===== src/rtl/rv_pkg.sv =====
package rv_pkg;

    // Datapath width
    localparam int XLEN = 32;

    // Instruction queue depth and the source's initial credit count
    localparam int IN_DEPTH = 4;

    // Writeback buffering and sink credits
    localparam int OUT_DEPTH = 2;
    localparam int OUT_CREDITS = 2;
    localparam int OUT_CREDIT_W = $clog2(OUT_CREDITS + 1);

    // Major opcodes
    localparam logic [6:0] OPC_OP     = 7'b0110011;
    localparam logic [6:0] OPC_OP_IMM = 7'b0010011;

    // funct3 codes shared by OP and OP-IMM
    localparam logic [2:0] F3_ADD_SUB = 3'b000;
    localparam logic [2:0] F3_SLL     = 3'b001;
    localparam logic [2:0] F3_SLT     = 3'b010;
    localparam logic [2:0] F3_SLTU    = 3'b011;
    localparam logic [2:0] F3_XOR     = 3'b100;
    localparam logic [2:0] F3_SRL_SRA = 3'b101;
    localparam logic [2:0] F3_OR      = 3'b110;
    localparam logic [2:0] F3_AND     = 3'b111;

    // funct7 codes
    localparam logic [6:0] F7_BASE = 7'b0000000;
    localparam logic [6:0] F7_ALT  = 7'b0100000;

    typedef enum logic [3:0] {
        U_ADD, U_SUB, U_SLL, U_SLT, U_SLTU,
        U_XOR, U_SRL, U_SRA, U_OR, U_AND,
        U_ILLEGAL
    } t_uop;

    // One record per retired instruction
    typedef struct packed {
        logic [4:0]      rd;
        logic [XLEN-1:0] value;
        logic            illegal;
    } t_wb;

endpackage

===== src/rtl/rv_alu_core.sv =====
`timescale 1ns/1ps

module rv_alu_core import rv_pkg::*; (
    input  logic            clk,
    input  logic            arst_n,
    input  logic            in_valid,
    input  logic [31:0]     in_instr,
    output logic            in_credit,
    output logic            out_valid,
    output logic [4:0]      out_rd,
    output logic [XLEN-1:0] out_value,
    output logic            out_illegal,
    input  logic            out_credit
);

    logic [31:0]     q_instr;
    logic            q_not_empty;
    logic            q_pop;

    logic [4:0]      rs1_addr;
    logic [4:0]      rs2_addr;
    logic [XLEN-1:0] rs1_data;
    logic [XLEN-1:0] rs2_data;

    logic            issue_valid;
    t_uop            issue_uop;
    logic [4:0]      issue_rd;
    logic [XLEN-1:0] issue_a;
    logic [XLEN-1:0] issue_b;
    logic            ex_ready;

    logic            ex1_valid;
    logic [4:0]      ex1_rd;
    logic [XLEN-1:0] ex1_value;
    logic            ex1_illegal;

    logic            result_ready;
    logic            we;
    logic [4:0]      wr_addr;
    logic [XLEN-1:0] wr_data;

    // Each word leaving the queue frees a source credit
    assign in_credit = q_pop;

    sync_fifo #(
        .payload_t (logic [31:0]),
        .DEPTH     (IN_DEPTH)
    ) u_instr_q (
        .clk       (clk),
        .arst_n    (arst_n),
        .push      (in_valid),
        .push_data (in_instr),
        .pop       (q_pop),
        .pop_data  (q_instr),
        .not_empty (q_not_empty),
        .not_full  ()
    );

    rv_decode u_decode (
        .instr       (q_instr),
        .instr_valid (q_not_empty),
        .rs1_data    (rs1_data),
        .rs2_data    (rs2_data),
        .ex_ready    (ex_ready),
        .fwd_valid   (ex1_valid && !ex1_illegal),
        .fwd_rd      (ex1_rd),
        .fwd_value   (ex1_value),
        .instr_pop   (q_pop),
        .rs1_addr    (rs1_addr),
        .rs2_addr    (rs2_addr),
        .issue_valid (issue_valid),
        .issue_uop   (issue_uop),
        .issue_rd    (issue_rd),
        .issue_a     (issue_a),
        .issue_b     (issue_b)
    );

    reg_file u_reg_file (
        .clk      (clk),
        .arst_n   (arst_n),
        .rs1_addr (rs1_addr),
        .rs2_addr (rs2_addr),
        .rs1_data (rs1_data),
        .rs2_data (rs2_data),
        .we       (we),
        .wr_addr  (wr_addr),
        .wr_data  (wr_data)
    );

    rv_execute u_execute (
        .clk          (clk),
        .arst_n       (arst_n),
        .issue_valid  (issue_valid),
        .issue_uop    (issue_uop),
        .issue_rd     (issue_rd),
        .issue_a      (issue_a),
        .issue_b      (issue_b),
        .result_ready (result_ready),
        .ex_ready     (ex_ready),
        .ex1_valid    (ex1_valid),
        .ex1_rd       (ex1_rd),
        .ex1_value    (ex1_value),
        .ex1_illegal  (ex1_illegal)
    );

    rv_result u_result (
        .clk          (clk),
        .arst_n       (arst_n),
        .ex1_valid    (ex1_valid),
        .ex1_rd       (ex1_rd),
        .ex1_value    (ex1_value),
        .ex1_illegal  (ex1_illegal),
        .out_credit   (out_credit),
        .result_ready (result_ready),
        .we           (we),
        .wr_addr      (wr_addr),
        .wr_data      (wr_data),
        .out_valid    (out_valid),
        .out_rd       (out_rd),
        .out_value    (out_value),
        .out_illegal  (out_illegal)
    );

endmodule


===== src/rtl/rv_result.sv =====
`timescale 1ns/1ps

module rv_result import rv_pkg::*; (
    input  logic            clk,
    input  logic            arst_n,
    input  logic            ex1_valid,
    input  logic [4:0]      ex1_rd,
    input  logic [XLEN-1:0] ex1_value,
    input  logic            ex1_illegal,
    input  logic            out_credit,
    output logic            result_ready,
    output logic            we,
    output logic [4:0]      wr_addr,
    output logic [XLEN-1:0] wr_data,
    output logic            out_valid,
    output logic [4:0]      out_rd,
    output logic [XLEN-1:0] out_value,
    output logic            out_illegal
);

    logic                    accept;
    logic                    send;
    logic                    wb_not_empty;
    logic                    wb_not_full;
    t_wb                     wb_in;
    t_wb                     wb_head;
    logic [OUT_CREDIT_W-1:0] credit_cnt;

    assign result_ready = wb_not_full;
    assign accept       = ex1_valid && wb_not_full;

    // Register write happens as the record is buffered
    assign we      = accept && !ex1_illegal && (ex1_rd != 5'd0);
    assign wr_addr = ex1_rd;
    assign wr_data = ex1_value;

    assign wb_in.rd      = ex1_rd;
    assign wb_in.value   = ex1_value;
    assign wb_in.illegal = ex1_illegal;

    sync_fifo #(
        .payload_t (t_wb),
        .DEPTH     (OUT_DEPTH)
    ) u_wb_fifo (
        .clk       (clk),
        .arst_n    (arst_n),
        .push      (accept),
        .push_data (wb_in),
        .pop       (send),
        .pop_data  (wb_head),
        .not_empty (wb_not_empty),
        .not_full  (wb_not_full)
    );

    // Only spend a credit the sink has granted
    assign send = wb_not_empty && (credit_cnt != '0);

    always_ff @(posedge clk or negedge arst_n) begin
        if (!arst_n) begin
            credit_cnt <= OUT_CREDIT_W'(OUT_CREDITS);
            out_valid  <= 1'b0;
        end else begin
            credit_cnt <= credit_cnt - OUT_CREDIT_W'(send) + OUT_CREDIT_W'(out_credit);
            out_valid  <= send;
        end
    end

    always_ff @(posedge clk) begin
        if (send) begin
            out_rd      <= wb_head.rd;
            out_value   <= wb_head.value;
            out_illegal <= wb_head.illegal;
        end
    end

endmodule


===== src/rtl/rv_execute.sv =====
`timescale 1ns/1ps

module rv_execute import rv_pkg::*; (
    input  logic            clk,
    input  logic            arst_n,
    input  logic            issue_valid,
    input  t_uop            issue_uop,
    input  logic [4:0]      issue_rd,
    input  logic [XLEN-1:0] issue_a,
    input  logic [XLEN-1:0] issue_b,
    input  logic            result_ready,
    output logic            ex_ready,
    output logic            ex1_valid,
    output logic [4:0]      ex1_rd,
    output logic [XLEN-1:0] ex1_value,
    output logic            ex1_illegal
);

    logic [XLEN-1:0] alu_out;

    always_comb begin
        case (issue_uop)
            U_ADD:   alu_out = issue_a + issue_b;
            U_SUB:   alu_out = issue_a - issue_b;
            U_SLL:   alu_out = issue_a << issue_b[4:0];
            U_SLT:   alu_out = {{(XLEN-1){1'b0}}, $signed(issue_a) < $signed(issue_b)};
            U_SLTU:  alu_out = {{(XLEN-1){1'b0}}, issue_a < issue_b};
            U_XOR:   alu_out = issue_a ^ issue_b;
            U_SRL:   alu_out = issue_a >> issue_b[4:0];
            U_SRA:   alu_out = $unsigned($signed(issue_a) >>> issue_b[4:0]);
            U_OR:    alu_out = issue_a | issue_b;
            U_AND:   alu_out = issue_a & issue_b;
            default: alu_out = '0;  // illegal records carry zero
        endcase
    end

    // ex1 may refill in the cycle it drains
    assign ex_ready = !ex1_valid || result_ready;

    always_ff @(posedge clk or negedge arst_n) begin
        if (!arst_n)
            ex1_valid <= 1'b0;
        else if (ex_ready)
            ex1_valid <= issue_valid;
    end

    always_ff @(posedge clk) begin
        if (ex_ready && issue_valid) begin
            ex1_rd      <= issue_rd;
            ex1_value   <= alu_out;
            ex1_illegal <= (issue_uop == U_ILLEGAL);
        end
    end

endmodule


===== src/rtl/rv_decode.sv =====
`timescale 1ns/1ps

module rv_decode import rv_pkg::*; (
    input  logic [31:0]     instr,
    input  logic            instr_valid,
    input  logic [XLEN-1:0] rs1_data,
    input  logic [XLEN-1:0] rs2_data,
    input  logic            ex_ready,
    input  logic            fwd_valid,
    input  logic [4:0]      fwd_rd,
    input  logic [XLEN-1:0] fwd_value,
    output logic            instr_pop,
    output logic [4:0]      rs1_addr,
    output logic [4:0]      rs2_addr,
    output logic            issue_valid,
    output t_uop            issue_uop,
    output logic [4:0]      issue_rd,
    output logic [XLEN-1:0] issue_a,
    output logic [XLEN-1:0] issue_b
);

    logic [6:0]      opcode;
    logic [2:0]      funct3;
    logic [6:0]      funct7;
    logic [XLEN-1:0] imm;
    logic            use_imm;
    logic [XLEN-1:0] rs1_val;
    logic [XLEN-1:0] rs2_val;
    t_uop            uop;

    assign opcode   = instr[6:0];
    assign funct3   = instr[14:12];
    assign funct7   = instr[31:25];
    assign rs1_addr = instr[19:15];
    assign rs2_addr = instr[24:20];

    // Shift immediates find shamt in the low immediate bits
    assign imm      = {{(XLEN-12){instr[31]}}, instr[31:20]};

    always_comb begin
        uop     = U_ILLEGAL;
        use_imm = 1'b0;
        case (opcode)
            OPC_OP: begin
                if (funct7 == F7_BASE) begin
                    case (funct3)
                        F3_ADD_SUB: uop = U_ADD;
                        F3_SLL:     uop = U_SLL;
                        F3_SLT:     uop = U_SLT;
                        F3_SLTU:    uop = U_SLTU;
                        F3_XOR:     uop = U_XOR;
                        F3_SRL_SRA: uop = U_SRL;
                        F3_OR:      uop = U_OR;
                        default:    uop = U_AND;
                    endcase
                end else if (funct7 == F7_ALT) begin
                    if (funct3 == F3_ADD_SUB)
                        uop = U_SUB;
                    else if (funct3 == F3_SRL_SRA)
                        uop = U_SRA;
                end
            end
            OPC_OP_IMM: begin
                use_imm = 1'b1;
                case (funct3)
                    F3_ADD_SUB: uop = U_ADD;
                    F3_SLT:     uop = U_SLT;
                    F3_SLTU:    uop = U_SLTU;
                    F3_XOR:     uop = U_XOR;
                    F3_OR:      uop = U_OR;
                    F3_AND:     uop = U_AND;
                    F3_SLL:     if (funct7 == F7_BASE) uop = U_SLL;
                    default: begin
                        // srli / srai differ only in funct7
                        if (funct7 == F7_BASE)
                            uop = U_SRL;
                        else if (funct7 == F7_ALT)
                            uop = U_SRA;
                    end
                endcase
            end
            default: ;
        endcase
    end

    // Bypass from ex1 when its destination matches
    assign rs1_val = (fwd_valid && fwd_rd != 5'd0 && fwd_rd == rs1_addr) ? fwd_value : rs1_data;
    assign rs2_val = (fwd_valid && fwd_rd != 5'd0 && fwd_rd == rs2_addr) ? fwd_value : rs2_data;

    assign instr_pop   = instr_valid && ex_ready;
    assign issue_valid = instr_pop;
    assign issue_uop   = uop;
    assign issue_rd    = (uop == U_ILLEGAL) ? 5'd0 : instr[11:7];
    assign issue_a     = rs1_val;
    assign issue_b     = use_imm ? imm : rs2_val;

endmodule


===== src/rtl/reg_file.sv =====
`timescale 1ns/1ps

module reg_file import rv_pkg::*; (
    input  logic            clk,
    input  logic            arst_n,
    input  logic [4:0]      rs1_addr,
    input  logic [4:0]      rs2_addr,
    output logic [XLEN-1:0] rs1_data,
    output logic [XLEN-1:0] rs2_data,
    input  logic            we,
    input  logic [4:0]      wr_addr,
    input  logic [XLEN-1:0] wr_data
);

    logic [XLEN-1:0] regs [32];

    // x0 is cleared by reset and never written
    always_ff @(posedge clk or negedge arst_n) begin
        if (!arst_n) begin
            for (int i = 0; i < 32; i++)
                regs[i] <= '0;
        end else if (we && wr_addr != 5'd0) begin
            regs[wr_addr] <= wr_data;
        end
    end

    assign rs1_data = regs[rs1_addr];
    assign rs2_data = regs[rs2_addr];

endmodule


===== src/rtl/sync_fifo.sv =====
`timescale 1ns/1ps

module sync_fifo #(
    parameter type payload_t = logic [31:0],
    parameter int  DEPTH     = 4
) (
    input  logic     clk,
    input  logic     arst_n,
    input  logic     push,
    input  payload_t push_data,
    input  logic     pop,
    output payload_t pop_data,
    output logic     not_empty,
    output logic     not_full
);

    localparam int PTR_W = (DEPTH > 1) ? $clog2(DEPTH) : 1;
    localparam int CNT_W = $clog2(DEPTH + 1);

    payload_t         mem [DEPTH];
    logic [PTR_W-1:0] wr_ptr;
    logic [PTR_W-1:0] rd_ptr;
    logic [CNT_W-1:0] count;

    always_ff @(posedge clk or negedge arst_n) begin
        if (!arst_n) begin
            wr_ptr <= '0;
            rd_ptr <= '0;
            count  <= '0;
        end else begin
            if (push)
                wr_ptr <= (wr_ptr == PTR_W'(DEPTH - 1)) ? '0 : wr_ptr + 1'b1;
            if (pop)
                rd_ptr <= (rd_ptr == PTR_W'(DEPTH - 1)) ? '0 : rd_ptr + 1'b1;
            if (push && !pop)
                count <= count + 1'b1;
            else if (pop && !push)
                count <= count - 1'b1;
        end
    end

    // Payload storage
    always_ff @(posedge clk) begin
        if (push)
            mem[wr_ptr] <= push_data;
    end

    assign pop_data  = mem[rd_ptr];
    assign not_empty = (count != '0);
    assign not_full  = (count != CNT_W'(DEPTH));

endmodule


===== config.mk =====
export PLATFORM = sky130hd
export DESIGN_NAME = rv_alu_core
export DESIGN_NICKNAME = d
export VERILOG_FILES = /design/src/rtl/rv_pkg.sv /design/src/rtl/rv_alu_core.sv /design/src/rtl/rv_result.sv /design/src/rtl/rv_execute.sv /design/src/rtl/rv_decode.sv /design/src/rtl/reg_file.sv /design/src/rtl/sync_fifo.sv
export SDC_FILE = /design/constraint.sdc
export NUM_CORES = 2
export LEC_CHECK = 0
export BUFFER_PORTS_ARGS = -buffer_cell sky130_fd_sc_hd__clkbuf_2
export CORE_UTILIZATION = 40
export DETAILED_ROUTE_END_ITERATION = 10
export SLEW_MARGIN = 20
export SYNTH_ARGS = -nofsm -noshare
export SYNTH_HDL_FRONTEND = slang
export SYNTH_SLANG_ARGS = --single-unit

===== constraint.sdc =====
create_clock -name clk -period 10.02 [get_ports clk]
set_input_delay 1.503 -clock clk [delete_from_list [all_inputs] [get_ports clk]]
set_output_delay 1.503 -clock clk [all_outputs]
set_load 0.01 [all_outputs]

Word level (Yosys, flattened, before mapping). Memories as Yosys holds them, arrays and structs flattened. A register that Yosys moved wholly into a read port is not among the register bits. Index checks and enable logic that the tools add are counted.

Add/sub/neg operators: 12. $lt $le $gt $ge: 6. Equality and inequality tests: 25. Shifts and indexed selects: 3. Multiplexer cells: 36. Bitwise operators: 6. Reductions and logical operators: 32.

Operators with widths (number): 1024-bit bitwise mux (1); 32-bit binary-select mux with 5-bit select (2); 32-bit case mux with 10 select lines (1); 32-bit 2-to-1 mux (8); 32-bit demux with 5-bit select (1); 32-bit < comparator (2); 4-bit case mux with 7 select lines (2); 32-bit adder (1); 32-bit AND (1); 32-bit OR (1); 32-bit by 5-bit left shift with 32-bit output (1); 32-bit by 5-bit right shift with 32-bit output (1); 32-bit by 5-bit >>> shifter with 32-bit output (1); 32-bit subtractor (1); 32-bit XOR (1); 4-bit 2-to-1 mux (7); 6-bit >= comparator (second input constant) (3); 5-bit inverter with 6-bit output (3); 4-bit by 3-bit == test with 1-bit output (second input constant) (4); 1-bit logical AND (16); 7-bit by 6-bit == test with 1-bit output (second input constant) (2); 3-bit == test (second input constant) (4); 4-bit == test (second input constant) (3); 5-bit == test (2); other kinds (27) (51).

Bits in registers: 1077. RAM bits: 204. Input bits: 36. Word-level logic and storage cells: 166. Memories kept: 2.

Memory list: u_instr_q.mem (words 4, width 32, rd ports 1, clocked after Yosys merged registers in 0, wr ports 1, line sync_fifo.sv:20) `payload_t mem [DEPTH];`; u_result.u_wb_fifo.mem (words 2, width 38, rd ports 1, clocked after Yosys merged registers in 1, wr ports 1, line sync_fifo.sv:20).

Longest topological paths before layout. An unclocked memory read counts as a cell.

Depth in word-level cells: 9. Gate-level depth with buffers: 29. Mapped depth without buffers: 22.

Modules after synthesis. A second synthesis with hierarchy kept.

Cell total of the unflattened synthesis: 6513. Area total of the unflattened synthesis: 77002.6 µm².

By module, submodules not included: reg_file (instances 1, cells each 4601, area an instance 55921.1 µm²); rv_execute (instances 1, cells each 1226, area an instance 9496.6 µm²); sync_fifo at u_instr_q (instances 1, cells each 206, area an instance 5082.4 µm²); sync_fifo at u_result.u_wb_fifo (instances 1, cells each 134, area an instance 2977.9 µm²); rv_decode (instances 1, cells each 255, area an instance 1934.4 µm²); rv_result (instances 1, cells each 90, area an instance 1576.5 µm²); rv_alu_core (instances 1, cells each 1, area an instance 13.8 µm²).

Worst setup path before layout. OpenSTA, ideal clock, no wires.

Path type: flip-flop to flip-flop. From: register u_instr_q.rd_ptr[0]. To: register u_execute.ex1_value[29] (data pin). Setup time: 0.274 ns. Arrival: 6.752 ns. Data required time: 9.746 ns. Slack: 2.994 ns. Stages on the path, launching flop included: 30. Clock period less this slack: 7.026 ns. Cell sequence: dfrtp_1 -> buf_6 -> mux4_2 -> buf_6 -> buf_6 -> buf_2 -> buf_4 -> buf_2 -> buf_2 -> buf_2 -> mux4_2 -> mux4_2 -> mux2i_1 -> o21ai_0 -> nand2_1 -> nand2_1 -> ha_1 -> clkbuf_1 -> and3_1 -> and2_1 -> a221o_1 -> a31oi_1 -> o41ai_1 -> a211o_1 -> a311o_1 -> a31oi_1 -> o21ai_0 -> mux2_2 -> xnor2_1 -> o221ai_1.

Cells in the longest elaborated chain, start to end: 9.

RTL lines: start, declared (line sync_fifo.sv:22) `logic [PTR_W-1:0] rd_ptr;`; start signal, assigned (line sync_fifo.sv:34) `rd_ptr <= (rd_ptr == PTR_W'(DEPTH - 1)) ? '0 : rd_ptr + 1'b1;`; memory 4 x 32 bit (*); 5-bit inverter with 6-bit output (implied by the code) or 3-bit == test (tied branches) (line reg_file.sv:28, rv_decode.sv:46, rv_decode.sv:59); 32-bit binary-select mux with 5-bit select or 4-bit 2-to-1 mux (tied branches) (line reg_file.sv:28, rv_decode.sv:59); 32-bit 2-to-1 mux (implied by the code) or 4-bit 2-to-1 mux (tied branches) (line reg_file.sv:28, rv_decode.sv:57); 32-bit 2-to-1 mux (implied by the code) or 4-bit 2-to-1 mux (tied branches) (line reg_file.sv:28, rv_decode.sv:56); 32-bit 2-to-1 mux or 4-bit 2-to-1 mux (tied branches) (line rv_decode.sv:88, rv_decode.sv:45); 32-bit 2-to-1 mux or 4-bit case mux with 2 select lines (tied branches) (line rv_decode.sv:95, rv_decode.sv:43); 32-bit subtractor (tied with other cells) (line rv_execute.sv:24) `U_SUB: alu_out = issue_a - issue_b;`; 32-bit case mux with 10 select lines (*) (line rv_execute.sv:22) `case (issue_uop)`; end signal, assigned (line rv_execute.sv:50) `ex1_value <= alu_out;`; end, declared (line rv_execute.sv:15) `output logic [XLEN-1:0] ex1_value,`.

Mark *: on every way between the ends. The rest lies on a longest branch, timed or not. The select of a mux whose other input is x is not followed. A chain may end at the register's enable or synchronous reset.

Worst setup path after layout.
From: register u_instr_q.rd_ptr[1]. To: register u_execute.ex1_value[29] (data pin).

The elaborated chain is that of the path after synthesis.

==> results <==
- The final worst setup slack is 1.50 ns.
- The count of mapped cells out of synthesis is between 5000 and 6000.
- The count of H-tree levels built during CTS is 4.
- Summing the areas of all fa, ha and maj instances in the mapped netlist gives between 1.5 and 2% of the synthesized area.
- The number of storage elements in the synthesis netlist is 1319.
- Of the cells placed in the final design, the portion with a size suffix greater than 1 is 34.0%.
- For this block, the routed nets add up to around 250 mm of wire.
- For this configuration, the core starts out at a cell density of 40.3%.
- The critical path is of the flip-flop to flip-flop type.
- The total global routing track utilization is 26.5%.
- The number of cells on the worst reg-to-reg path is 22.
- For this run the aggregate overflow at the end of global routing stands at 0.
- A synthesized cell averages 12.8 um2.
- The floorplan step set the die height to 435 um.
- The via density per instance is 6.27.
- Counting I/O delays and the setup requirement, the final critical path takes 8.52 ns.
- After the first detailed-routing iteration, the DRC count stood at about 5300.
- Per report_power, the sequential group accounts for a little under a quarter of the total.
- The via count of the first global-routing pass is 51588.
- The final weighted congestion of routability-driven global placement is 0.999.
- The initial antenna violation count is 6.
- The path class of the tightest hold or removal check is flip-flop to flip-flop.
- The count of final max-slew check failures was 0.
- The remaining number of nets flagged by the antenna check after routing is 0.
- The floorplan step defined a die boundary enclosing 0.189 mm2.
- The number of endpoints with negative hold slack in the final report is 0.
- The synthesized cell area is 0.0749 mm2.
- Between clock sinks in the finished design, the worst skew comes to 0.0406 ns.
- After clock tree synthesis, the flow added hold-fix buffers numbering 0.
- The wire length of the first global-routing pass is 370 mm.
- The clock passes through at most 3 buffers.
- After legalization and detailed placement, the total HPWL measured 154 mm.
- The portion of the post-synthesis area used by sequential elements is 45.9%.
- The synthesized design contains 280 enable-type register cells.
- The critical path data required time is 10.59 ns.
- The cell with the most instances after synthesis is sky130_fd_sc_hd__mux2_2.
- For this run, the share of the core covered by cells in the final layout is between 40% and 50%.
- Entering global routing, the biggest net connects 175 pins.
- The commonest register cell after synthesis is sky130_fd_sc_hd__dfrtp_1.
- After detailed routing, the number of remaining DRC violations is 0.
- Net switching is 46.9% of the power.
- The share of the synthesized netlist area taken by xor and xnor gates is 0.538%.
- The commonest cells after synthesis are sky130_fd_sc_hd__mux2_2, sky130_fd_sc_hd__dfrtp_1, sky130_fd_sc_hd__mux2i_1, sky130_fd_sc_hd__mux4_2, sky130_fd_sc_hd__nand2_1.
- The measured slew at the worst slew-check pin is 1.17 ns.
- The clock sink count is ~1300.
- The clock latency of the later-clocked register in the worst-skew pair is 0.84 ns.
- The count of unique library cells instantiated by Yosys is 94.
- The simple-gate share of the synthesized area is 5.20%.
- The I/O pin count is 76.
- Static timing analysis puts the maximum clock frequency at roughly 0.12 GHz.
- Clock-pin slew was measured on the worst setup and hold paths at 0.08 ns.
- The cell taking the most area after synthesis is sky130_fd_sc_hd__dfrtp_1.
- The tool flagged a number of max-cap violations equal to 0.
- After floorplanning, the core was sized to cover 0.186 mm2.
- By area, the combinational part of the netlist is dominated by multiplexers.
- The number of cell rows is 158.
- The filler cell count is around 17000.
- The combinational share of power is 55.6%.
- The worst slack at placement is 1.61 ns.
- The hold path startpoint is u_reg_file.regs[1010].
- The number of instances resized during post-cts repair is 0.
- STA puts the critical path data arrival time at around 9 ns.
- Dividing total power by cell area gives a power density of 327 mW/mm2.
- After synthesis, the cell types taking the most area are sky130_fd_sc_hd__dfrtp_1, sky130_fd_sc_hd__mux2_2, sky130_fd_sc_hd__edfxtp_1, sky130_fd_sc_hd__mux4_2, sky130_fd_sc_hd__mux2i_1.
- The worst slew slack as a fraction of its limit is ~22%.
- During synthesis, Yosys emitted a total of 0 warnings.
- The start point of the critical path is u_instr_q.rd_ptr[1].
- The total power is 27.1 mW.
- Setup repair after global routing left no endpoint under its margin.
- The portion of synthesized area spent on multiplexers is 35.4%.
- The TritonCTS buffer count is 145.
- The element type at the critical path end is a flip-flop.
- TritonCTS built the clock tree.
- The largest driver fanout on the critical path is 86.
- The worst setup path is launched from a flip-flop.
- The count of input and output buffers is between 70 and 80.
- The root buffer cell is sky130_fd_sc_hd__clkbuf_16.
- The number of iterations in the first detailed-routing pass is 5.
- The setup TNS is 0 ns.
- In this run the static leakage power is around 37 nW.
- The synthesized-area fraction occupied by ao, oa, aoi and oai cells is between 7 and 8%.
- The net count of the finished layout is about 6000.
- The number of vias after detailed routing is 52087.
- Internal power comes to 14.4 mW.
- The worst hold path passes through 0 cells.
- The area growth from synthesis to layout is 10.4%.
- Across the VDD grid, the largest voltage drop is a little under 0.3 mV.
- Setup violations remaining at the end of the flow were counted as 0.
- The post-route fraction of the period consumed by the critical path is 85.1%.
- The flow ran to the end, and the final reports show no timing, DRC or antenna violations.
- Post-CTS timing repair inserted 0 buffers for setup.
- The horizontal die dimension is between 400 and 500 um.
- The average wire per standard cell is 30.5 um.
- The beginning of the worst register-to-register path is u_instr_q.rd_ptr[1].
- The share of power burned in the clock network is roughly a fifth.
- The post-synthesis net count is 6014.
- The switching power of the nets is 12.7 mW.
- Of all flip-flops after synthesis, the portion carrying an async set or reset was roughly four fifths.
- Summed over its instances, the top area cell type makes up about a third of the synthesized netlist area.
## final cells by class
cell class | instances | area, um2 | area share, %
multi-input combinational | 3885 | 38000 | 45.9
tap | 2480 | 3100 | 3.75
timing repair buffer | 254 | 1940 | 2.34
inverter | 108 | 410 | 0.496
antenna | 2 | 5.00 | 0.00605
clock buffer | 204 | 4160 | 5.03
clock inverter | 59 | 722 | 0.872
sequential | 1319 | 34400 | 41.6
## power by group through the flow
stage	Combinational, mW	Sequential, mW	Clock [mW]
2_1_floorplan	9.82	6.52	0
3_3_place_gp	14.6	6.61	0
3_5_place_dp	14.6	6.63	0
4_1_cts	14.7	6.53	5.64
5_1_grt	15.8	6.56	5.84
6_report	15.0	6.50	5.53
## critical path, stage by stage, from the launching register on
cell                       delay, ns
sky130_fd_sc_hd__dfrtp_1        0.37
sky130_fd_sc_hd__buf_4          0.46
sky130_fd_sc_hd__mux4_4         0.96
sky130_fd_sc_hd__buf_12         0.42
sky130_fd_sc_hd__buf_12         0.50
sky130_fd_sc_hd__buf_4          0.39
sky130_fd_sc_hd__mux2i_1        0.22
sky130_fd_sc_hd__a22oi_1        0.10
sky130_fd_sc_hd__nand3_1        0.15
sky130_fd_sc_hd__nand4_1        0.18
sky130_fd_sc_hd__mux2i_1        0.67
sky130_fd_sc_hd__inv_1          0.17
sky130_fd_sc_hd__ha_1           0.42
sky130_fd_sc_hd__or2_2          0.33
sky130_fd_sc_hd__or4_1          0.53
sky130_fd_sc_hd__nor4_1         0.42
sky130_fd_sc_hd__o211ai_1       0.31
sky130_fd_sc_hd__and3_1         0.29
sky130_fd_sc_hd__o221ai_1       0.27
sky130_fd_sc_hd__a221oi_1       0.16
sky130_fd_sc_hd__mux2_2         0.29
sky130_fd_sc_hd__xnor2_1        0.18
sky130_fd_sc_hd__o221ai_1       0.13
## per-stage QoR
stage / instance area (um2) / cells / hold slack (ns)
final: 82800 / 8311 / 0.394
after global routing: 82800 / 8309 / 0.404
after CTS: 82700 / 8307 / 0.396
after detailed placement: 77800 / 8044 / 0.383
after global placement: 77800 / 8042 / 0.379
after floorplan: 74900 / 5865 / 0.441
## cell families after synthesis
logic type | after synthesis
muxes | 2082
DFF | 1319
and+or+nand+nor | 849
AOI/OAI and AO/OA | 795
buffers and inverters | 661
adders and majority gates | 113
xor gates and xnor gates | 46
## final timing paths
kind                                           endpoint  slack, ns
max in group asynchronous           u_instr_q.rd_ptr[0]       7.23
worst min register to register    u_reg_file.regs[1010]       0.39
worst max register to register  u_execute.ex1_value[29]       1.50
worst max-delay path            u_execute.ex1_value[29]       1.50
worst min-delay path              u_reg_file.regs[1010]       0.39
min in group asynchronous           u_reg_file.regs[25]       0.64
## flip-flops by register name, summed over array words and instances (netlist names), 2 cells and up
name and cells:
u_result.u_wb_fifo.count 2, u_result.out_rd 5, u_result.credit_cnt 2, u_reg_file.regs 1024, u_execute.ex1_value 32, u_execute.ex1_rd 5
u_result.out_value 32, u_instr_q.mem 128, u_result.u_wb_fifo.mem 76, u_instr_q.rd_ptr 2, u_instr_q.count 3, u_instr_q.wr_ptr 2
## layout by cell type, fill, tap and decap left out, drive strengths merged, types with 179 or more instances in the layout
cell,Yosys,routed
clkbuf,305,278
buf,248,179
edfxtp,280,280
a21oi,203,203
mux2,1052,1052
nand2,334,334
dfrtp,1038,1038
mux4,346,346
nor2,180,180
mux2i,684,684
## per-layer routing
metal / up-vias / track usage [%] / routed length [um]
li1: 21767 / - / -
met1: 27499 / 36.1 / 106000
met2: 2285 / 41.3 / 116000
met3: 534 / 4.95 / 19400
met4: 2 / 11.1 / 11500
met5: - / 0 / 13
Note: power is estimated with default switching activity, not from simulation.
